## src/logic/cache_pkg.sv

```systemverilog
// cache package: address split widths, queue and memory timing, operation and state enums
package cache_pkg;

    // request address and data
    localparam int ADDR_WIDTH   = 16;
    localparam int DATA_WIDTH   = 32;

    // byte address = {tag, set, offset}
    localparam int OFFSET_WIDTH = 2;  // ignored, word access only
    localparam int SET_WIDTH    = 3;
    localparam int NUM_SETS     = 2 ** SET_WIDTH;
    localparam int TAG_WIDTH    = ADDR_WIDTH - SET_WIDTH - OFFSET_WIDTH;

    // backing memory is word addressed by {tag, set}
    localparam int WORD_ADDR_WIDTH = ADDR_WIDTH - OFFSET_WIDTH;
    localparam int MEM_WORDS       = 2 ** WORD_ADDR_WIDTH;
    localparam int MEM_READ_LATENCY = 2;  // strobe to data valid

    // request queue, depth is also the credit count after reset
    localparam int REQ_QUEUE_DEPTH = 2;
    localparam int QPTR_WIDTH      = (REQ_QUEUE_DEPTH > 1) ? $clog2(REQ_QUEUE_DEPTH) : 1;
    localparam int QCNT_WIDTH      = $clog2(REQ_QUEUE_DEPTH + 1);
    localparam logic [QPTR_WIDTH-1:0] QPTR_LAST = QPTR_WIDTH'(REQ_QUEUE_DEPTH - 1);

    // request operation
    typedef enum logic {
        OP_READ  = 1'b0,
        OP_WRITE = 1'b1
    } cache_op_e;

    // controller FSM
    typedef enum logic [2:0] {
        ST_IDLE      = 3'd0,  // wait for a queued request
        ST_LOOKUP    = 3'd1,  // tag compare, hit or miss decision
        ST_WRITEBACK = 3'd2,  // dirty victim to memory
        ST_FILL_REQ  = 3'd3,  // read strobe to memory
        ST_FILL_WAIT = 3'd4,  // wait for read data
        ST_RESPOND   = 3'd5   // one-cycle response
    } ctrl_state_e;

endpackage
```

## src/logic/cache_req_queue.sv

```systemverilog
// request queue: circular buffer of pending requests, returns one credit per pop
`timescale 1ns/1ps

module cache_req_queue (
    input  logic                                clk_i,
    input  logic                                rst_i,
    input  logic                                req_valid_i,
    input  cache_pkg::cache_op_e                req_op_i,
    input  logic [cache_pkg::ADDR_WIDTH-1:0]    req_addr_i,
    input  logic [cache_pkg::DATA_WIDTH-1:0]    req_wdata_i,
    input  logic                                q_pop_i,
    output logic                                q_valid_o,
    output cache_pkg::cache_op_e                q_op_o,
    output logic [cache_pkg::ADDR_WIDTH-1:0]    q_addr_o,
    output logic [cache_pkg::DATA_WIDTH-1:0]    q_wdata_o,
    output logic                                req_credit_o
);

    cache_pkg::cache_op_e                op_mem    [cache_pkg::REQ_QUEUE_DEPTH];
    logic [cache_pkg::ADDR_WIDTH-1:0]    addr_mem  [cache_pkg::REQ_QUEUE_DEPTH];
    logic [cache_pkg::DATA_WIDTH-1:0]    wdata_mem [cache_pkg::REQ_QUEUE_DEPTH];

    logic [cache_pkg::QPTR_WIDTH-1:0] wr_ptr_q;
    logic [cache_pkg::QPTR_WIDTH-1:0] rd_ptr_q;
    logic [cache_pkg::QCNT_WIDTH-1:0] count_q;
    logic                             push;
    logic                             pop;

    function automatic logic [cache_pkg::QPTR_WIDTH-1:0] ptr_next(
        input logic [cache_pkg::QPTR_WIDTH-1:0] ptr
    );
        if (ptr == cache_pkg::QPTR_LAST) begin
            return '0;  // wrap
        end
        return ptr + 1'b1;
    endfunction

    assign push = req_valid_i;  // credit flow guarantees room
    assign pop  = q_pop_i && q_valid_o;

    assign q_valid_o    = (count_q != '0);
    assign q_op_o       = op_mem[rd_ptr_q];
    assign q_addr_o     = addr_mem[rd_ptr_q];
    assign q_wdata_o    = wdata_mem[rd_ptr_q];
    assign req_credit_o = pop;  // one credit back per request taken

    // payload storage
    always_ff @(posedge clk_i) begin
        if (push) begin
            op_mem[wr_ptr_q]    <= req_op_i;
            addr_mem[wr_ptr_q]  <= req_addr_i;
            wdata_mem[wr_ptr_q] <= req_wdata_i;
        end
    end

    always_ff @(posedge clk_i) begin
        if (rst_i) begin
            wr_ptr_q <= '0;
            rd_ptr_q <= '0;
            count_q  <= '0;
        end else begin
            if (push) begin
                wr_ptr_q <= ptr_next(wr_ptr_q);
            end
            if (pop) begin
                rd_ptr_q <= ptr_next(rd_ptr_q);
            end
            case ({push, pop})
                2'b10:   count_q <= count_q + 1'b1;
                2'b01:   count_q <= count_q - 1'b1;
                default: count_q <= count_q;  // none, or push and pop together
            endcase
        end
    end

endmodule

```

## config.mk

```make
export PLATFORM = sky130hd
export DESIGN_NAME = cache_req_queue
export DESIGN_NICKNAME = d
export VERILOG_FILES = /design/src/logic/cache_pkg.sv /design/src/logic/cache_req_queue.sv
export SDC_FILE = /design/constraint.sdc
export NUM_CORES = 1
export LEC_CHECK = 0
export ABC_AREA = 1
export CORE_MARGIN = 3
export CORE_UTILIZATION = 56
export DETAILED_ROUTE_END_ITERATION = 8
export DONT_BUFFER_PORTS = 1
export PLACE_DENSITY = 0.71
export SLEW_MARGIN = 10
export SYNTH_ARGS = -nofsm -noshare
export SYNTH_HDL_FRONTEND = slang
export SYNTH_SLANG_ARGS = --single-unit
```

## constraint.sdc

```tcl
create_clock -name clk_i -period 3.8 [get_ports clk_i]
set_clock_uncertainty 0.2 [all_clocks]
set_input_delay 0.57 -clock clk_i [delete_from_list [all_inputs] [get_ports clk_i]]
set_output_delay 0.57 -clock clk_i [all_outputs]
set_load 0.03 [all_outputs]
```

==> results.toml <==
[status]
status = "completed"

[final_layout]
seqCellArea_um2 = 3040
multiInputGateArea_um2 = 696
drive_gt1_frac = 0.333
design_area_um2 = 4050
fin_nets = 250
diodes = 0
fillers = 441
synthToLayoutAreaGrowth_pct = 6.30

[cts]
cts_tree = "built"
postCtsSetupRepairBufs = 0
cts_max_level = 3
ctsHoldBuffers = 0
cts_made_buffers = 9
clkLatencyLatePin_ns = 0.35
clk_pin_slew_ns = 0.09
root_buffer = "clkbuf_8"
clock-sinks = 103
cts_buffer_depth = 2
cts_resized = 0

[synth]
avgSynthCellArea_um2 = 20.3
synth_cell_type_count = 15
synthCells = 188
synth_area_um2 = 3810
synth_seq_area_share = 0.798
synth_seq_cells = 103
yosys_warnings = 0
syn-num-nets = 242

[worst_setup_path]
path_max_fanout = 28
r2r_cells = 10
cp.required_ns = 3.03
cp-end-kind = "primary output"
start_kind = "flip-flop"
worstPathArrival_ns = 2.04
critPathKind = "flip-flop to primary output"

[power]
power_density_nw_per_um2 = 559
power_leakage_nw = 1.36
ir_drop_mv = 0.326

[detailed_routing]
drtAntennaViolNets = 0
wire_per_inst_um = 21.9
drt_first_pass_iters = 4
drtIter0Drc = 101
drcViolationCount = 0
num_vias = 1594
routed_wl_um = 6090
via_per_inst = 5.73

[global_route]
grt_usage = 0.164
grt_pass1_vias = 1798
antenna_found_initial = 0
overflow = 0
grt_pass1_wl_um = 9190
grt_max_degree = 51

[die]
die-area_um2 = 7840
rows = 29
fp.coreArea_um2 = 6460
io_pins = 104
start_util = 0.590
die_h_um = 88.5
die_w_um = 88.5

[job]
drv_cap = 0

[hold_path]
hp-class = "input pin to flip-flop"
whs_path_depth = 1

[placement]
place_congestion = 0.683
dpl-instance-area_um2 = 3880
dp_hpwl_um = 4180
numPortBuffers = 0

[sta]
rsz0062_at_grt = "no"
finalHoldViolCount = 0
tightest_slew_ns = 1.06
finalCritPeriodShare = 0.739
relSlewSlack = 0.294
setup_viol = 0
maxSlewViolCount = 0
fmax_mhz = 356
setup_tns_ns = 0
finalCriticalPeriod_ns = 2.81
report_power, final:
| group | internal [mW] | total (mW) | switching, mW | leakage [nW] |
|---|---|---|---|---|
| clock network | 0.256 | 0.590 | 0.334 | 0.0796 |
| logic | 0.0956 | 0.330 | 0.234 | 0.316 |
| registers | 1.31 | 1.35 | 0.0315 | 0.962 |
per-stage QoR:
step           power [mW]  utilization  setup slack (ns)  cells  hold slack (ns)
3_5_place_dp         1.71        0.602              1.33    262            0.307
4_1_cts              2.28        0.628             0.950    278           0.0759
5_1_grt              2.35        0.628             0.880    278           0.0776
3_3_place_gp         1.69        0.602              1.41    262            0.286
6_report             2.27        0.628             0.991    278           0.0865
2_1_floorplan        1.67            -             0.457    188            0.267
cell families after synthesis:
logic type	count (synthesis)	synth area share
AO/OA/AOI/OAI	3	0.00394
adder cells (fa/ha/maj)	1	0.00328
buffers and inverters	14	0.0217
flip-flops	103	0.798
multiplexers	49	0.155
AND/OR/NAND/NOR	18	0.0187
cell usage after synthesis:
cell type  instances  area, um2
inv_1              9       33.8
ha_1               1       12.5
dfxtp_1            5        100
nand4_1            1       6.26
nand2_1            7       26.3
o21ai_0            2       10.0
buf_4              3       22.5
buf_8              1       15.0
nor2_1             9       33.8
nor3_1             1       5.00
buf_6              1       11.3
mux2_4            10        150
edfxtp_1          98       2940
a21oi_1            1       5.00
mux2_2            39        439
sequential cells by signal, summed over array words and instances, names as in the netlist, named ones only:
name,cells
addr_mem,32
op_mem,2
rd_ptr_q,1
wr_ptr_q,1
wdata_mem,64
count_q,2
final timing paths:
check                                from                      end  slack, ns
setup / recovery                flip-flop              q_addr_o[1]       0.99
hold reg to reg     rd_ptr_q$_SDFFE_PP0P_                flip-flop       0.33
setup reg to reg  count_q[0]$_SDFFE_PP0P_  count_q[1]$_SDFFE_PP0P_       1.64
hold / removal                      rst_i    wr_ptr_q$_SDFFE_PP0P_       0.09
cells in the final DEF (no fill, tap or decap):
cell type	count
inv_2	1
inv_1	8
o21ai_0	2
nor2_4	1
nand2_1	7
clkbuf_8	10
dfxtp_2	1
edfxtp_1	98
buf_4	2
a21oi_1	1
nor3_1	1
ha_1	1
clkinv_2	1
clkinvlp_4	2
clkbuf_1	3
mux2_2	39
mux2_4	10
nand4_1	1
nor2_1	8
dfxtp_1	4
per-layer routing:
metal | GRT usage | share of wire | routed length [um] | up-vias
met4 | 0.0742 | 0.014 | 84 | 0
met2 | 0.271 | 0.51 | 3100 | 70
met5 | 0 | 0 | 0 | -
met3 | 0.0940 | 0.12 | 754 | 10
li1 | - | - | - | 728
met1 | 0.171 | 0.35 | 2150 | 786
cell type report:
cell class / instances / share of cell area
clock buffers: 13 / 0.0367
clock inverters: 3 / 0.00494
inverters: 9 / 0.00833
multi-input cells: 71 / 0.172
flip-flops and latches: 103 / 0.751
well taps: 77 / 0.0238
repair buffers: 2 / 0.00370
critical path: stages, from the launching register on:
cell and delay [ns]:
dfxtp_2 0.72, buf_4 0.46, mux2_2 0.48
Note: power is estimated with default switching activity, not from simulation.
