==> config.mk <==
export PLATFORM = sky130hd
export DESIGN_NAME = direct_cache
export DESIGN_NICKNAME = d
export VERILOG_FILES = /design/src/logic/cache_pkg.sv /design/src/logic/direct_cache.sv
export SDC_FILE = /design/constraint.sdc
export NUM_CORES = 1
export LEC_CHECK = 0
export ABC_AREA = 0
export BUFFER_PORTS_ARGS = -buffer_cell sky130_fd_sc_hd__buf_2
export CAP_MARGIN = 20
export CORE_MARGIN = 10
export CORE_UTILIZATION = 33
export DETAILED_ROUTE_END_ITERATION = 6
export PLACE_DENSITY = 0.77
export SETUP_SLACK_MARGIN = 0.1
export SYNTH_ARGS = -nofsm -noshare
export SYNTH_HDL_FRONTEND = slang
export SYNTH_SLANG_ARGS = --single-unit
==> constraint.sdc <==
create_clock -name clk_i -period 2.2 [get_ports clk_i]
set_input_delay 0 -clock clk_i [delete_from_list [all_inputs] [get_ports clk_i]]
set_output_delay 0 -clock clk_i [all_outputs]
set_load 0.005 [all_outputs]
==> src/logic/cache_pkg.sv <==
// cache package: address split widths, queue and memory timing, operation and state enums
package cache_pkg;

    // request address and data
    localparam int ADDR_WIDTH   = 16;
    localparam int DATA_WIDTH   = 32;

    // byte address = {tag, set, offset}
    localparam int OFFSET_WIDTH = 2;  // ignored, word access only
    localparam int SET_WIDTH    = 3;
    localparam int NUM_SETS     = 2 ** SET_WIDTH;
    localparam int TAG_WIDTH    = ADDR_WIDTH - SET_WIDTH - OFFSET_WIDTH;

    // backing memory is word addressed by {tag, set}
    localparam int WORD_ADDR_WIDTH = ADDR_WIDTH - OFFSET_WIDTH;
    localparam int MEM_WORDS       = 2 ** WORD_ADDR_WIDTH;
    localparam int MEM_READ_LATENCY = 2;  // strobe to data valid

    // request queue, depth is also the credit count after reset
    localparam int REQ_QUEUE_DEPTH = 2;
    localparam int QPTR_WIDTH      = (REQ_QUEUE_DEPTH > 1) ? $clog2(REQ_QUEUE_DEPTH) : 1;
    localparam int QCNT_WIDTH      = $clog2(REQ_QUEUE_DEPTH + 1);
    localparam logic [QPTR_WIDTH-1:0] QPTR_LAST = QPTR_WIDTH'(REQ_QUEUE_DEPTH - 1);

    // request operation
    typedef enum logic {
        OP_READ  = 1'b0,
        OP_WRITE = 1'b1
    } cache_op_e;

    // controller FSM
    typedef enum logic [2:0] {
        ST_IDLE      = 3'd0,  // wait for a queued request
        ST_LOOKUP    = 3'd1,  // tag compare, hit or miss decision
        ST_WRITEBACK = 3'd2,  // dirty victim to memory
        ST_FILL_REQ  = 3'd3,  // read strobe to memory
        ST_FILL_WAIT = 3'd4,  // wait for read data
        ST_RESPOND   = 3'd5   // one-cycle response
    } ctrl_state_e;

endpackage
==> src/logic/direct_cache.sv <==
// cache controller: FSM for lookup, dirty writeback, fill and in-order response
`timescale 1ns/1ps

module direct_cache (
    input  logic                                    clk_i,
    input  logic                                    rst_i,
    // request queue side
    input  logic                                    q_valid_i,
    input  cache_pkg::cache_op_e                    q_op_i,
    input  logic [cache_pkg::ADDR_WIDTH-1:0]        q_addr_i,
    input  logic [cache_pkg::DATA_WIDTH-1:0]        q_wdata_i,
    output logic                                    q_pop_o,
    // line store side
    output logic [cache_pkg::SET_WIDTH-1:0]         lookup_set_o,
    input  logic [cache_pkg::DATA_WIDTH-1:0]        line_data_i,
    input  logic [cache_pkg::TAG_WIDTH-1:0]         line_tag_i,
    input  logic                                    line_valid_i,
    input  logic                                    line_dirty_i,
    output logic                                    upd_en_o,
    output logic [cache_pkg::SET_WIDTH-1:0]         upd_set_o,
    output logic [cache_pkg::DATA_WIDTH-1:0]        upd_data_o,
    output logic [cache_pkg::TAG_WIDTH-1:0]         upd_tag_o,
    output logic                                    upd_dirty_o,
    // backing memory side
    output logic                                    mem_wen_o,
    output logic [cache_pkg::WORD_ADDR_WIDTH-1:0]   mem_waddr_o,
    output logic [cache_pkg::DATA_WIDTH-1:0]        mem_wdata_o,
    output logic                                    mem_ren_o,
    output logic [cache_pkg::WORD_ADDR_WIDTH-1:0]   mem_raddr_o,
    input  logic                                    mem_rvalid_i,
    input  logic [cache_pkg::DATA_WIDTH-1:0]        mem_rdata_i,
    // response side
    output logic                                    resp_valid_o,
    output logic [cache_pkg::DATA_WIDTH-1:0]        resp_rdata_o,
    output logic                                    resp_hit_o
);

    cache_pkg::ctrl_state_e state_q;
    cache_pkg::ctrl_state_e state_d;

    // request in service
    cache_pkg::cache_op_e              req_op_q;
    logic [cache_pkg::ADDR_WIDTH-1:0]  req_addr_q;
    logic [cache_pkg::DATA_WIDTH-1:0]  req_wdata_q;
    logic                              hit_q;

    logic [cache_pkg::SET_WIDTH-1:0]   req_set;
    logic [cache_pkg::TAG_WIDTH-1:0]   req_tag;
    logic                              is_write;
    logic                              tag_hit;
    logic                              victim_dirty;

    assign req_set = req_addr_q[cache_pkg::OFFSET_WIDTH +: cache_pkg::SET_WIDTH];
    assign req_tag = req_addr_q[cache_pkg::ADDR_WIDTH-1 -: cache_pkg::TAG_WIDTH];

    assign is_write     = (req_op_q == cache_pkg::OP_WRITE);
    assign tag_hit      = line_valid_i && (line_tag_i == req_tag);
    assign victim_dirty = line_valid_i && line_dirty_i;  // only matters on a miss

    assign q_pop_o      = (state_q == cache_pkg::ST_IDLE) && q_valid_i;
    assign lookup_set_o = req_set;

    // line install, always the requested tag and set
    assign upd_set_o   = req_set;
    assign upd_tag_o   = req_tag;
    assign upd_data_o  = is_write ? req_wdata_q : mem_rdata_i;
    assign upd_dirty_o = is_write;  // fills come in clean

    always_comb begin
        case (state_q)
            cache_pkg::ST_LOOKUP:    upd_en_o = is_write && (tag_hit || !victim_dirty);
            cache_pkg::ST_WRITEBACK: upd_en_o = is_write;  // victim leaves this cycle
            cache_pkg::ST_FILL_WAIT: upd_en_o = mem_rvalid_i;
            default:                 upd_en_o = 1'b0;
        endcase
    end

    // victim goes out at {old tag, set}, fill comes from {new tag, set}
    assign mem_wen_o   = (state_q == cache_pkg::ST_WRITEBACK);
    assign mem_waddr_o = {line_tag_i, req_set};
    assign mem_wdata_o = line_data_i;
    assign mem_ren_o   = (state_q == cache_pkg::ST_FILL_REQ);
    assign mem_raddr_o = {req_tag, req_set};

    // line already holds the answer by the time we respond
    assign resp_valid_o = (state_q == cache_pkg::ST_RESPOND);
    assign resp_rdata_o = line_data_i;
    assign resp_hit_o   = hit_q;

    always_comb begin
        state_d = state_q;
        case (state_q)
            cache_pkg::ST_IDLE: begin
                if (q_valid_i) begin
                    state_d = cache_pkg::ST_LOOKUP;
                end
            end
            cache_pkg::ST_LOOKUP: begin
                if (tag_hit) begin
                    state_d = cache_pkg::ST_RESPOND;
                end else if (victim_dirty) begin
                    state_d = cache_pkg::ST_WRITEBACK;
                end else if (is_write) begin
                    state_d = cache_pkg::ST_RESPOND;  // allocate, no fill needed
                end else begin
                    state_d = cache_pkg::ST_FILL_REQ;
                end
            end
            cache_pkg::ST_WRITEBACK: begin
                state_d = is_write ? cache_pkg::ST_RESPOND : cache_pkg::ST_FILL_REQ;
            end
            cache_pkg::ST_FILL_REQ:  state_d = cache_pkg::ST_FILL_WAIT;
            cache_pkg::ST_FILL_WAIT: begin
                if (mem_rvalid_i) begin
                    state_d = cache_pkg::ST_RESPOND;
                end
            end
            cache_pkg::ST_RESPOND:   state_d = cache_pkg::ST_IDLE;
            default:                 state_d = cache_pkg::ST_IDLE;
        endcase
    end

    always_ff @(posedge clk_i) begin
        if (rst_i) begin
            state_q <= cache_pkg::ST_IDLE;
            hit_q   <= 1'b0;
        end else begin
            state_q <= state_d;
            if (state_q == cache_pkg::ST_LOOKUP) begin
                hit_q <= tag_hit;
            end
        end
    end

    // capture popped request
    always_ff @(posedge clk_i) begin
        if (q_pop_o) begin
            req_op_q    <= q_op_i;
            req_addr_q  <= q_addr_i;
            req_wdata_q <= q_wdata_i;
        end
    end

endmodule

==> impl_metrics.tcl <==
set metrics [dict create \
    run_status "complete, no violations" \
    drv_cap 0 \
    end_kind "primary output" \
    wl_um 10360 \
    top_layer_used "met5" \
    fmax_ghz 0.5510 \
    stdcell_count 480 \
    ys_types 28 \
    min_from "line_data_i[31]" \
    synth_common_cells "buf_4, edfxtp_1, mux2_2" \
    avgSynthCellArea_um2 12.40 \
    path_cells "xnor2_1, nand4_1, nor3_2, nor2_1, o22ai_1, buf_2" \
    holdPathStages 0 \
    pre_cts_ws_ns 0.6006 \
    slowest_stage "edfxtp_1" \
    yosysTopAreaCellShare 0.4823 \
    critical_path_arrival_ns 1.81 \
    max_stage_delay_ns 0.43 \
    fin_crit_sh 0.8250 \
    grt_pass1_wl_um 15140 \
    cts_setup_buffers 0 \
    setup-tns-final_ns 0 \
    setup_viol 0 \
    cts_hold_buf 48 \
    die_x_um 114.2 \
    power_density_nw_per_um2 758.5 \
    rsz0062_at_grt "false" \
    ys_seq_area_frac 0.5096 \
    hold_end "mem_wdata_o[31]" \
    hold_class "primary input to primary output" \
    finish.net_count 501 \
    cts.sinks 51 \
    fin_skew_ns 0.007804 \
    grt-ovfl-total 0 \
    globalplace.congestion 0.7873 \
    netlist_area_um2 2927 \
    vias 2232 \
    cts_resized 0 \
    wl_met3_um 1323 \
    synth_edf_count 47 \
    final.setup.worst_slack_ns 0.3850 \
    critPathTopFamily "simple AND/OR/NAND/NOR gates" \
    rr_startpoint "req_addr_q[6]$_DFFE_PP_" \
    drc 0 \
    antenna_cells 0 \
    finalCriticalPeriod_ns 1.815 \
    place_inst 424 \
    yosysTopAreaCell "edfxtp_1" \
    ys_ff_latch 51 \
    synthesis.nets 366 \
    syn-instance-count 236 \
    synthFlopType "edfxtp_1" \
    wl_met2_um 5675 \
    start_util 0.3372 \
    r2r_setup_slack_ns 0.57 \
    clockBufferDepth 2 \
    hold_ws_ns 0.000003039 \
    cts_buffers 5 \
    ios 278 \
    grt_usage 0.1505 \
    required_ns 2.20 \
    drtIter0Drc 135 \
    placeableCoreArea_um2 8678 \
    ant_nets 0 \
    drv_slew 0 \
    r2r_cells 5 \
    yosysWarnings 0 \
    reg2reg_to "state_q[1]$_SDFFE_PP0P_" \
    worstMarginPinSlew_ns 0.4190 \
    clkTransAtPathRegs_ns 0.10 \
    p_leak_nw 1.685 \
    wl_per_cell_um 21.58 \
    insertion_delay_ns 0.30 \
    rows 34 \
    hold_viol_final 0 \
    critPathMaxFanout 3 \
    vias_per_cell 4.650 \
    path_buf_inv 1 \
    dr.pass1.iters 4 \
    clock-root-buffer "clkbuf_8" \
    synth.area.top_cells "edfxtp_1, buf_4, mux2_2" \
    cts_tree "done" \
    drive_gt1_frac 0.5995 \
    post-dp-hpwl_um 7813 \
    critPathKind "register to primary output" \
    area_delta_synth_final_pct 30.44 \
    peakVddDrop_uv 557.6 \
    place.port_buffers 179 \
    startpoint_type "register" \
    grt_start_max_net_pins 49 \
    async_flop_share 0 \
    h-tree-depth 2 \
    antenna_found_initial 1 \
    dieArea_um2 13030 \
    relSlewSlack 0.7207 \
    wl_met1_um 2995 \
    grt_pass1_vias 2559 \
    die_y_um 114.2 \
    yosysMostFrequentCell "buf_4" \
]
kinds of logic (layout without fill, tap and decap cells):
family,after synthesis,after routing,synth area share
mux,33,33,0.1266
flops,51,51,0.5096
xor+xnor,11,11,0.03292
buf+inv,102,238,0.2544
compound gates,10,10,0.02480
simple gates,29,29,0.05174
sequential cells by signal, indices dropped and copies added (netlist names):
name         flops
req_wdata_q     32
resp_hit_o       1
upd_dirty_o      1
state_q          3
req_addr_q      14
worst max path at each step:
stage / from / end / slack [ns] / cells past startpoint
after floorplan: state_q[0]$_SDFFE_PP0P_ / req_addr_q[10]$_DFFE_PP_ / 0.48 / 3
after detailed placement: req_addr_q[6]$_DFFE_PP_ / state_q[1]$_SDFFE_PP0P_ / 0.60 / 5
after global routing: req_addr_q[6]$_DFFE_PP_ / upd_en_o / 0.22 / 6
final: req_addr_q[6]$_DFFE_PP_ / upd_en_o / 0.39 / 6
after global placement: req_addr_q[6]$_DFFE_PP_ / state_q[1]$_SDFFE_PP0P_ / 0.64 / 5
after CTS: req_addr_q[6]$_DFFE_PP_ / upd_en_o / 0.37 / 6
through the flow:
step / util / instance area [µm²] / power [mW]
floorplan: - / 2928 / 2.005
global placement: 0.3740 / 3246 / 2.267
detailed placement: 0.3740 / 3246 / 2.296
CTS: 0.4399 / 3817 / 2.915
global route: 0.4399 / 3817 / 3.050
finish: 0.4399 / 3817 / 2.895
per-layer routing:
| metal | up-vias | global-route usage |
|---|---|---|
| met4 | 2 | 0.07185 |
| met1 | 1029 | 0.1288 |
| li1 | 1002 | - |
| met2 | 153 | 0.2840 |
| met5 | - | 0 |
| met3 | 46 | 0.07180 |
layout by cell type, fill, tap and decap left out, types with 2 or more instances in the layout:
cell type | synthesis | final
buf_2 | 4 | 179
dlygate4sd3_1 | 0 | 48
edfxtp_1 | 47 | 47
mux2_2 | 32 | 32
xnor2_1 | 11 | 11
nand2_1 | 7 | 7
nor2_1 | 6 | 6
nand4_1 | 6 | 6
clkbuf_8 | 0 | 5
dfxtp_1 | 4 | 4
nor3_1 | 2 | 2
nand3_1 | 2 | 2
a21o_1 | 2 | 2
inv_6 | 0 | 2
where the power goes:
part	leakage (nW)	switching, mW	internal (mW)
clock	0.0489	0.321	0.231
combinational	1.16	0.456	0.486
sequential	0.479	0.113	1.29
area by class of cell:
| type | count | area, µm² |
|---|---|---|
| fillers | 801 | 4861 |
| flip-flops and latches | 51 | 1491 |
| repair buffers | 229 | 1404 |
| multi-input cells | 83 | 691.9 |
| well taps | 108 | 135.1 |
| clock buffers | 5 | 68.82 |
| clock inverters | 3 | 22.52 |
| inverters | 1 | 3.754 |
No activity file was read; power rests on OpenSTA's default activity.
