## config.mk

```make
export PLATFORM = sky130hd
export DESIGN_NAME = cache_line_store
export DESIGN_NICKNAME = d
export VERILOG_FILES = /design/src/logic/cache_pkg.sv /design/src/logic/cache_line_store.sv
export SDC_FILE = /design/constraint.sdc
export NUM_CORES = 1
export LEC_CHECK = 0
export ABC_AREA = 1
export BUFFER_PORTS_ARGS = -buffer_cell sky130_fd_sc_hd__buf_2
export CORE_MARGIN = 10
export CORE_UTILIZATION = 25
export DETAILED_ROUTE_END_ITERATION = 16
export GPL_ROUTABILITY_DRIVEN = 0
export MAX_ROUTING_LAYER = met4
export PLACE_DENSITY = 0.47
export SYNTH_ARGS = -nofsm -noshare
export SYNTH_HDL_FRONTEND = slang
export SYNTH_SLANG_ARGS = --single-unit
```

## constraint.sdc

```tcl
create_clock -name clk_i -period 3.7 [get_ports clk_i]
set_input_delay 0.555 -clock clk_i [delete_from_list [all_inputs] [get_ports clk_i]]
set_output_delay 0.555 -clock clk_i [all_outputs]
set_load 0.05 [all_outputs]
```

## src/logic/cache_pkg.sv

```systemverilog
// cache package: address split widths, queue and memory timing, operation and state enums
package cache_pkg;

    // request address and data
    localparam int ADDR_WIDTH   = 16;
    localparam int DATA_WIDTH   = 32;

    // byte address = {tag, set, offset}
    localparam int OFFSET_WIDTH = 2;  // ignored, word access only
    localparam int SET_WIDTH    = 3;
    localparam int NUM_SETS     = 2 ** SET_WIDTH;
    localparam int TAG_WIDTH    = ADDR_WIDTH - SET_WIDTH - OFFSET_WIDTH;

    // backing memory is word addressed by {tag, set}
    localparam int WORD_ADDR_WIDTH = ADDR_WIDTH - OFFSET_WIDTH;
    localparam int MEM_WORDS       = 2 ** WORD_ADDR_WIDTH;
    localparam int MEM_READ_LATENCY = 2;  // strobe to data valid

    // request queue, depth is also the credit count after reset
    localparam int REQ_QUEUE_DEPTH = 2;
    localparam int QPTR_WIDTH      = (REQ_QUEUE_DEPTH > 1) ? $clog2(REQ_QUEUE_DEPTH) : 1;
    localparam int QCNT_WIDTH      = $clog2(REQ_QUEUE_DEPTH + 1);
    localparam logic [QPTR_WIDTH-1:0] QPTR_LAST = QPTR_WIDTH'(REQ_QUEUE_DEPTH - 1);

    // request operation
    typedef enum logic {
        OP_READ  = 1'b0,
        OP_WRITE = 1'b1
    } cache_op_e;

    // controller FSM
    typedef enum logic [2:0] {
        ST_IDLE      = 3'd0,  // wait for a queued request
        ST_LOOKUP    = 3'd1,  // tag compare, hit or miss decision
        ST_WRITEBACK = 3'd2,  // dirty victim to memory
        ST_FILL_REQ  = 3'd3,  // read strobe to memory
        ST_FILL_WAIT = 3'd4,  // wait for read data
        ST_RESPOND   = 3'd5   // one-cycle response
    } ctrl_state_e;

endpackage
```

## src/logic/cache_line_store.sv

```systemverilog
// cache line store: 8 one-word lines with tag and flags, combinational lookup, registered update
`timescale 1ns/1ps

module cache_line_store (
    input  logic                                clk_i,
    input  logic                                rst_i,
    // lookup port
    input  logic [cache_pkg::SET_WIDTH-1:0]     lookup_set_i,
    output logic [cache_pkg::DATA_WIDTH-1:0]    line_data_o,
    output logic [cache_pkg::TAG_WIDTH-1:0]     line_tag_o,
    output logic                                line_valid_o,
    output logic                                line_dirty_o,
    // update port
    input  logic                                upd_en_i,
    input  logic [cache_pkg::SET_WIDTH-1:0]     upd_set_i,
    input  logic [cache_pkg::DATA_WIDTH-1:0]    upd_data_i,
    input  logic [cache_pkg::TAG_WIDTH-1:0]     upd_tag_i,
    input  logic                                upd_dirty_i
);

    logic [cache_pkg::DATA_WIDTH-1:0] data_mem [cache_pkg::NUM_SETS];
    logic [cache_pkg::TAG_WIDTH-1:0]  tag_mem  [cache_pkg::NUM_SETS];
    logic [cache_pkg::NUM_SETS-1:0]   valid_q;
    logic [cache_pkg::NUM_SETS-1:0]   dirty_q;

    // lookup is plain array read, same cycle
    assign line_data_o  = data_mem[lookup_set_i];
    assign line_tag_o   = tag_mem[lookup_set_i];
    assign line_valid_o = valid_q[lookup_set_i];
    assign line_dirty_o = dirty_q[lookup_set_i];

    // data and tag, whole line at once
    always_ff @(posedge clk_i) begin
        if (upd_en_i) begin
            data_mem[upd_set_i] <= upd_data_i;
            tag_mem[upd_set_i]  <= upd_tag_i;
        end
    end

    // flags, reset invalidates all lines
    always_ff @(posedge clk_i) begin
        if (rst_i) begin
            valid_q <= '0;
            dirty_q <= '0;
        end else if (upd_en_i) begin
            valid_q[upd_set_i] <= 1'b1;  // any install makes the line valid
            dirty_q[upd_set_i] <= upd_dirty_i;
        end
    end

endmodule

```

==> impl_metrics.env, run 1 <==
export IMPL_yosysWarnings=0
export IMPL_ios=98
export IMPL_avgSynthCellArea_um2=9.72
export IMPL_critPathTopFamily="buffers and inverters"
export IMPL_synth_cell_types=15
export IMPL_critPathKind="in -> out"
export IMPL_grt_pass1_vias=10300
export IMPL_postRouteAntennaNets=0
export IMPL_netlist_area_mm2=0.0157
export IMPL_antenna_found_initial=4
export IMPL_rsz0062_at_grt="no"
export IMPL_finalSetupTns_ps=0
export IMPL_cp_cell_sequence="buf_4 -> clkinv_2 -> buf_12 -> nand3_1 -> nand2_1 -> nand2_1 -> nand2_1 -> buf_2"
export IMPL_dieArea_mm2=0.0733
export IMPL_wl_per_cell_um=15.8
export IMPL_crit_top_cell="nand2_1"
export IMPL_arrival_ps=2140
export IMPL_synth_edf_count=344
export IMPL_synth_top_family_by_area="simple AND/OR/NAND/NOR gates"
export IMPL_fmax_ghz=0.371
export IMPL_yosysMostFrequentCell="nand2_1"
export IMPL_path_clk_slew_ps=60
export IMPL_r2r_end="dirty_q[7]"
export IMPL_r2r_slack_ps=3060
export IMPL_critical_path_startpoint="lookup_set_i[1]"
export IMPL_p_int_w=0.00695
export IMPL_worstSkewPairLatency_ps=540
export IMPL_ff2ff_path_depth=2
export IMPL_grt_first_pass_wirelength_um=62400
export IMPL_synth_seq_cells=360
export IMPL_ys_seq_area_share_pct=67.8
export IMPL_synth_area_mux_share_pct=0
export IMPL_slew_headroom_pct=37.7
export IMPL_hold_ws_ps=282
export IMPL_grt_overflow_total=0
export IMPL_ys_flop_type="edfxtp_1"
export IMPL_die_w_um=271
export IMPL_hold_viol=0
export IMPL_via_per_inst=4.00
export IMPL_p_leak_nw=8.35
export IMPL_wl_um=40800
export IMPL_power_frac_clock_pct=40.4
export IMPL_synthTopCellsByArea="edfxtp_1, nand2_1, inv_1"
export IMPL_setup_viol=0
export IMPL_start_kind="primary input"
export IMPL_hpwl_um=21300
export IMPL_tightest_slew_ps=934
export IMPL_irDropWorstVdd_mv=0.268
export IMPL_drv_slew=0
export IMPL_htreeDepth=2
export IMPL_path_buf_inv=4
export IMPL_power_density_mw_per_mm2=498
export IMPL_hold_depth=1
export IMPL_syn_nets=1669
export IMPL_critPathCaptureType="primary output"
export IMPL_io_buffers=97
export IMPL_cp_endpoint="line_data_o[17]"
export IMPL_r2r_start="dirty_q[7]"
export IMPL_finalClockSkew_ps=0
export IMPL_cts_buffers=41
export IMPL_postCtsHoldBufs=0
export IMPL_post_cts_buffers=0
export IMPL_gr_usage_met1_pct=14.4
export IMPL_outcome="completed"
export IMPL_synth_compound_area_share_pct=0.478
export IMPL_routed_via_count=10300
export IMPL_ctsResizeCount=0
export IMPL_cp_slowest_stage_delay_ps=360
export IMPL_busiest_layer="met2"
export IMPL_synth_xor_area_share_pct=0
export IMPL_period_minus_slack_ps=2690
export IMPL_async_flop_share_pct=0
export IMPL_drive_gt1_share_pct=10.4
export IMPL_period_share_pct=72.8
export IMPL_pwr_share_comb_pct=9.2
export IMPL_grt_start_max_net_pins=93
export IMPL_worstSetupPathDepth=8
export IMPL_drt_iter0_markers=611
export IMPL_die_h_um=271
export IMPL_drv_cap=0
export IMPL_path_max_fanout=48
export IMPL_grt_met2_usage_pct=18.4
export IMPL_netSwitchingFraction_pct=24.3
export IMPL_area_growth_pct=17.3
export IMPL_yosysTopAreaCell="edfxtp_1"
export IMPL_drt_pass1_iterations=5
export IMPL_start_util_pct=25.4
export IMPL_yosys_top_cells_count="nand2_1, inv_1, edfxtp_1"
export IMPL_nNetsFinal=1760
export IMPL_p_sw_w=0.00223
export IMPL_coreArea_mm2=0.0619
export IMPL_drcViolationCount=0
export IMPL_critPathSlowestCell="clkinv_2"
export IMPL_crit_required_ps=3140
export IMPL_synthCells=1616
export IMPL_hold_class="in -> reg"
export IMPL_yosys_area_share_simple_pct=20.5
export IMPL_grt_use_total_pct=11.3
export IMPL_cts_sinks=360
export IMPL_yosysTopAreaCellShare_pct=65.8
export IMPL_tritoncts="built"
export IMPL_cts_root_buf="clkbuf_16"
export IMPL_clockBufferDepth=3
export IMPL_p_seq_share_pct=50.4
export IMPL_synthAdderAreaFrac_pct=0
export IMPL_use_met3_pct=2.06
export IMPL_rows=91
## kinds of logic after synthesis
logic type,count (synthesis)
and+or+nand+nor,797
buffers and inverters,444
DFF,360
AOI/OAI and AO/OA,15
## area by class of cell
cell class              instances  area [um2]
repair buffers                116         800
clock inverters                17         104
fillers                      6463       43500
flip-flops and latches        360       10700
well taps                     837        1050
multi-input cells             812        3300
inverters                     376        1420
diodes                          3        7.51
clock buffers                  54        1090
## worst min-delay path by stage
stage / startpoint / end / slack, ps
finish: upd_data_i[18] / data_mem[6][18] / 280
global route: upd_tag_i[4] / tag_mem[6][4] / 270
CTS: upd_data_i[18] / data_mem[6][18] / 250
detailed placement: valid_q[3] / valid_q[3] / 450
global placement: valid_q[2] / valid_q[2] / 440
floorplan: valid_q[0] / valid_q[0] / 440
## cell usage in the layout, fill, tap and decap left out, types with 2 or more instances in the layout
master	netlist	final
buf_12	0	13
a21oi_1	7	7
edfxtp_1	344	344
dfxtp_1	16	16
inv_4	0	2
inv_2	3	8
nand3_1	180	180
nand2_1	594	594
clkbuf_16	0	41
clkinv_1	0	6
o21ai_0	8	8
buf_4	12	7
inv_1	373	366
clkbuf_1	13	11
diode_2	0	3
buf_2	35	95
clkinv_2	0	10
nor2_1	22	21
clkbuf_8	0	2
## layer usage
metal  vias to the layer above  share of wire [%]  routed length [um]
met1                      4867                 47               19100
li1                       5189                  -                   -
met3                        55                4.1                1670
met4                         0                1.9                 763
met5                         -                  0                   0
met2                       188                 47               19300
## flip-flops by register name, indices dropped and copies added (netlist names)
| name | count |
|---|---|
| tag_mem | 88 |
| dirty_q | 8 |
| valid_q | 8 |
| data_mem | 256 |
## per-stage QoR
step | utilization [%] | std cells | setup slack [ps] | instance area (um2) | power, W
2_1_floorplan | - | 1616 | 747 | 15700 | 0.00527
3_3_place_gp | 27.8 | 2501 | 912 | 17200 | 0.00557
3_5_place_dp | 27.8 | 2501 | 963 | 17200 | 0.00558
4_1_cts | 29.7 | 2572 | 960 | 18400 | 0.00931
5_1_grt | 29.7 | 2575 | 893 | 18400 | 0.00956
6_report | 29.7 | 2575 | 1010 | 18400 | 0.00918
## power groups by stage
stage               clock, W  sequential [W]  combinational (W)
finish               0.00371         0.00463           0.000841
global route         0.00399         0.00464           0.000938
CTS                  0.00382         0.00463           0.000864
detailed placement         0         0.00471           0.000861
global placement           0         0.00471           0.000857
floorplan                  0         0.00471           0.000557
No activity file was read; power rests on OpenSTA's default activity.
==> run 2: changes to the inputs <==
- clock period: 3.7 -> 2.55 ns (I/O delays scaled with it)
==> run 2 against run 1 <==
Core utilization increased by 0.31 points. Combinational power up 47%. Power grew 46%. Cell count grew 0.58%. Sequential share of layout area fell by 0.59 points. Cell area rose by 1.0%. Clock skew unchanged. Clock power is 47% higher. Critical path type unchanged.
==> impl_metrics.env, run 2 (synthesis gave the netlist of run 1 again) <==
export IMPL_tightest_slew_ps=598
export IMPL_finalSetupTns_ps=0
export IMPL_register_area_mm2=0.0107
export IMPL_die_w_um=271
export IMPL_postRouteAntennaNets=0
export IMPL_multi_input_area_mm2=0.00330
export IMPL_power_frac_clock_pct=40.7
export IMPL_p_leak_nw=8.43
export IMPL_slew_headroom_pct=60.1
export IMPL_finalClockSkew_ps=0
export IMPL_pwr_share_comb_pct=9.2
export IMPL_routed_via_count=10300
export IMPL_largest_register_ffs=256
export IMPL_ff2ff_path_depth=2
export IMPL_cp_cell_sequence="buf_6 -> inv_6 -> buf_4 -> nand2_1 -> nand3_1 -> nand2_1 -> nand2_1 -> nand2_1 -> buf_2"
export IMPL_drt_pass1_iterations=4
export IMPL_p_int_w=0.0101
export IMPL_wl_per_cell_um=15.6
export IMPL_ctsResizeCount=0
export IMPL_p_sw_w=0.00327
export IMPL_final_common_cell="nand2_1"
export IMPL_critPathKind="in -> out"
export IMPL_drive_gt1_share_pct=10.8
export IMPL_fmax_ghz=0.476
export IMPL_grt_overflow_total=0
export IMPL_stdcell_area_mm2=0.0186
export IMPL_arrival_ps=1720
export IMPL_io_buffers=97
export IMPL_post_cts_buffers=0
export IMPL_irDropWorstVdd_mv=0.418
export IMPL_grt_pass1_vias=10000
export IMPL_crit_top_cell="nand2_1"
export IMPL_period_minus_slack_ps=2100
export IMPL_start_util_pct=25.4
export IMPL_critPathSlowestCell="buf_4"
export IMPL_postCtsHoldBufs=0
export IMPL_wl_um=40300
export IMPL_via_per_inst=3.98
export IMPL_p_seq_share_pct=50.1
export IMPL_drv_slew=0
export IMPL_outcome="completed"
export IMPL_clockBufferDepth=3
export IMPL_start_kind="primary input"
export IMPL_r2r_end="dirty_q[7]"
export IMPL_area_growth_pct=18.5
export IMPL_r2r_slack_ps=1900
export IMPL_rsz0062_at_grt="no"
export IMPL_fillers=6427
export IMPL_power_w=0.0134
export IMPL_critPathCaptureType="primary output"
export IMPL_grt_use_total_pct=11.1
export IMPL_period_share_pct=82.4
export IMPL_antenna_found_initial=11
export IMPL_setup_viol=0
export IMPL_path_clk_slew_ps=60
export IMPL_place_area_mm2=0.0174
export IMPL_path_max_fanout=28
export IMPL_worstSkewPairLatency_ps=540
export IMPL_hold_class="in -> reg"
export IMPL_drt_iter0_markers=537
export IMPL_cp_endpoint="line_tag_o[10]"
export IMPL_cts_sinks=360
export IMPL_power_density_mw_per_mm2=721
export IMPL_hold_viol=0
export IMPL_hold_ws_ps=106
export IMPL_grt_first_pass_wirelength_um=61300
export IMPL_cts_root_buf="clkbuf_16"
export IMPL_r2r_start="dirty_q[7]"
export IMPL_cp_slowest_stage_delay_ps=360
export IMPL_ios=98
export IMPL_netSwitchingFraction_pct=24.4
export IMPL_cts_buffers=40
export IMPL_final_cell_mix="nand2_1, inv_1, edfxtp_1"
export IMPL_drcViolationCount=0
export IMPL_top_register="data_mem"
export IMPL_tritoncts="built"
export IMPL_nNetsFinal=1769
export IMPL_grt_start_max_net_pins=98
export IMPL_reg_top3="data_mem (256), tag_mem (88)"
export IMPL_critical_path_startpoint="lookup_set_i[0]"
export IMPL_htreeDepth=2
export IMPL_rows=91
export IMPL_coreArea_mm2=0.0619
export IMPL_drv_cap=0
export IMPL_die_h_um=271
export IMPL_dieArea_mm2=0.0733
export IMPL_crit_required_ps=2170
export IMPL_hpwl_um=21900
==> run 2: changes by cell type in the layout (fill, tap and decap cells not counted), sizes merged <==
cell and delta:
inv +1, clkinv +2, diode +6, buf +10
bufinv +1, clkbuf -5
==> run 2: cell type report <==
cell class	instances	area share (%)
Sequential cell	360	57.2
Timing Repair Buffer	126	5.10
Inverter	376	7.62
Multi-Input combinational cell	812	17.7
Clock inverter	21	0.888
Antenna cell	9	0.121
Tap cell	837	5.63
Clock buffer	49	5.67
==> run 2: worst max-delay path, delay by kind of cell <==
family,cells,cell delay [ps]
buffers and inverters,4,930
AND/OR/NAND/NOR,5,380
==> run 2: worst min path at each step <==
stage                         startpoint         endpoint  slack (ps)  cells after the start
after floorplan               valid_q[0]       valid_q[0]         440                      2
after global placement        valid_q[0]       valid_q[0]         440                      2
after detailed placement      valid_q[0]       valid_q[0]         450                      2
after CTS                 upd_data_i[17]  data_mem[1][17]          70                      1
after global routing      upd_data_i[17]  data_mem[1][17]         100                      1
final                     upd_data_i[17]  data_mem[0][17]         110                      1
==> run 2: metrics by stage <==
stage | cells | util, % | setup WS [ps]
5_1_grt | 2590 | 30.0 | 334
3_3_place_gp | 2511 | 28.0 | 417
3_5_place_dp | 2511 | 28.0 | 435
4_1_cts | 2581 | 30.0 | 428
6_report | 2590 | 30.0 | 448
2_1_floorplan | 1616 | - | 496
==> run 2: power groups by stage <==
stage / sequential (W) / clock, W / combinational, W
floorplan: 0.00684 / 0 / 0.000808
global placement: 0.00684 / 0 / 0.00126
detailed placement: 0.00684 / 0 / 0.00126
CTS: 0.00671 / 0.00566 / 0.00127
global route: 0.00673 / 0.00586 / 0.00138
finish: 0.00671 / 0.00546 / 0.00124
==> run 2: per-layer routing <==
layer  vias to the layer above  GRT usage (%)  wire length [um]
li1                       5209              -                 -
met1                      4886           14.2             19000
met2                       156           17.6             18800
met3                        64           2.36              1650
met4                         0           3.32               820
met5                         -              -                 0
==> run 3: changes to the inputs <==
- clock period: 2.55 -> 2.1 ns (I/O delays scaled with it)
==> run 3 against run 2 <==
Sequential power grew 21%. Die area is the same. Sequential share of layout area shrank 1.1 points. First-iteration DRC count grew 6.0%. Worst hold slack lost 72 ps. Wire length shrank 0.57%. Clock skew is the same. Sequential cell count is the same. Clock-buffer cell count shrank 3. Global-route usage is essentially flat. Critical endpoint unchanged. Highest routed layer unchanged.
==> impl_metrics.env, run 3 (synthesis gave the netlist of run 1 again) <==
export IMPL_via_per_inst=4.01
export IMPL_p_leak_nw=8.61
export IMPL_netSwitchingFraction_pct=23.3
export IMPL_drive_gt1_share_pct=11.6
export IMPL_ios=98
export IMPL_grt_first_pass_wirelength_um=61100
export IMPL_arrival_ps=1620
export IMPL_multi_input_area_mm2=0.00330
export IMPL_critPathCaptureType="primary output"
export IMPL_tritoncts="built"
export IMPL_antenna_found_initial=6
export IMPL_io_buffers=97
export IMPL_fin_util_pct=30.6
export IMPL_start_util_pct=25.4
export IMPL_slew_headroom_pct=71.4
export IMPL_layout_setup_ws_ps=168
export IMPL_grt_overflow_total=0
export IMPL_coreArea_mm2=0.0619
export IMPL_ctsResizeCount=0
export IMPL_drt_pass1_iterations=5
export IMPL_grt_pass1_vias=9994
export IMPL_wl_um=40100
export IMPL_irDropWorstVdd_mv=0.501
export IMPL_fmax_ghz=0.517
export IMPL_crit_required_ps=1780
export IMPL_cts_buffers=41
export IMPL_dp_slack_ps=252
export IMPL_final_cell_mix="nand2_1, inv_1, edfxtp_1"
export IMPL_die_h_um=271
export IMPL_tightest_slew_ps=428
export IMPL_finalClockSkew_ps=0
export IMPL_worstSkewPairLatency_ps=540
export IMPL_path_clk_slew_ps=60
export IMPL_drcViolationCount=0
export IMPL_cts_root_buf="clkbuf_16"
export IMPL_hold_viol=0
export IMPL_path_max_fanout=1
export IMPL_clockBufferDepth=3
export IMPL_period_share_pct=92.0
export IMPL_largest_register_ffs=256
export IMPL_final_common_cell="nand2_1"
export IMPL_drv_slew=0
export IMPL_stdcell_area_mm2=0.0190
export IMPL_postRouteAntennaNets=0
export IMPL_grt_start_max_net_pins=51
export IMPL_drt_iter0_markers=569
export IMPL_outcome="completed"
export IMPL_post_cts_buffers=0
export IMPL_rsz0062_at_grt="no"
export IMPL_placedCellCount=2519
export IMPL_rows=91
export IMPL_finalSetupTns_ps=0
export IMPL_start_kind="register"
export IMPL_htreeDepth=2
export IMPL_place_area_mm2=0.0175
export IMPL_drv_cap=0
export IMPL_cts_sinks=360
export IMPL_power_frac_clock_pct=43.8
export IMPL_grt_use_total_pct=11.1
export IMPL_fin_cells=2602
export IMPL_critPathKind="reg -> out"
export IMPL_nNetsFinal=1780
export IMPL_fillers=6409
export IMPL_wl_per_cell_um=15.4
export IMPL_p_int_w=0.0132
export IMPL_p_seq_share_pct=47.3
export IMPL_register_area_mm2=0.0107
export IMPL_hpwl_um=22400
export IMPL_p_sw_w=0.00402
export IMPL_power_density_mw_per_mm2=908
export IMPL_period_minus_slack_ps=1930
export IMPL_routed_via_count=10400
export IMPL_hold_class="in -> reg"
export IMPL_reg_top3="data_mem (256), tag_mem (88)"
export IMPL_area_growth_pct=20.8
export IMPL_pwr_share_comb_pct=8.9
export IMPL_dieArea_mm2=0.0733
export IMPL_die_w_um=271
export IMPL_top_register="data_mem"
export IMPL_setup_viol=0
-- run 3: cell types whose count changed in the layout (fill, tap and decap cells not counted), sizes merged --
cell	before	now
bufinv	2	8
inv	377	376
clkinv	18	21
dlygate4sd3	0	2
diode	9	6
buf	126	134
clkbuf	49	46
-- run 3: per-layer routing --
layer  GRT usage, %  up-vias  wire (um)
li1               -     5233          -
met1           14.2     4944      18700
met2           17.6      190      18700
met3           2.42       56       1890
met4           3.25        0        786
met5              -        -          0
-- run 3: what timing repair did --
| item | CTS | global route |
|---|---|---|
| hold buffers | 2 | 0 |
| hold endpoints to repair | 14 | 0 |
| endpoints found under the setup margin | 0 | 0 |
-- run 3: stage by stage --
stage               hold slack, ps  power (W)
finish                        33.9     0.0172
global route                  16.1     0.0180
detailed placement             456    0.00987
global placement               447    0.00985
floorplan                      414    0.00928
CTS                          0.206     0.0175
-- run 3: critical path, cell delays in order, from the launching register on --
cell and delay, ps:
edfxtp_1 320, inv_1 40, nand2_1 50, nand3_1 80, nand2_1 80, nand2_1 50, nand2_1 140, buf_2 300
-- run 3: final cells by class --
class | count | area share (%)
multi-input combinational | 812 | 17.4
tap | 837 | 5.52
sequential | 360 | 56.1
clock buffer | 46 | 5.73
antenna | 6 | 0.0792
inverter | 376 | 7.47
timing repair buffer | 136 | 5.89
clock inverter | 29 | 1.75
-- run 3: power groups by stage --
| stage | Sequential, W | Combinational, W | Clock (W) |
|---|---|---|---|
| final | 0.00815 | 0.00154 | 0.00754 |
| after global routing | 0.00817 | 0.00170 | 0.00808 |
| after CTS | 0.00815 | 0.00157 | 0.00779 |
| after detailed placement | 0.00831 | 0.00156 | 0 |
| after global placement | 0.00830 | 0.00155 | 0 |
| after floorplan | 0.00830 | 0.000981 | 0 |
-- run 3: final timing paths --
kind	start	endpoint	slack (ps)	depth (start not counted)
min reg2reg	valid_q[1]	valid_q[1]	460	2
min	upd_data_i[18]	data_mem[7][18]	30	1
max reg2reg	dirty_q[7]	dirty_q[7]	1460	2
max	tag_mem[2][10]	line_tag_o[10]	170	7
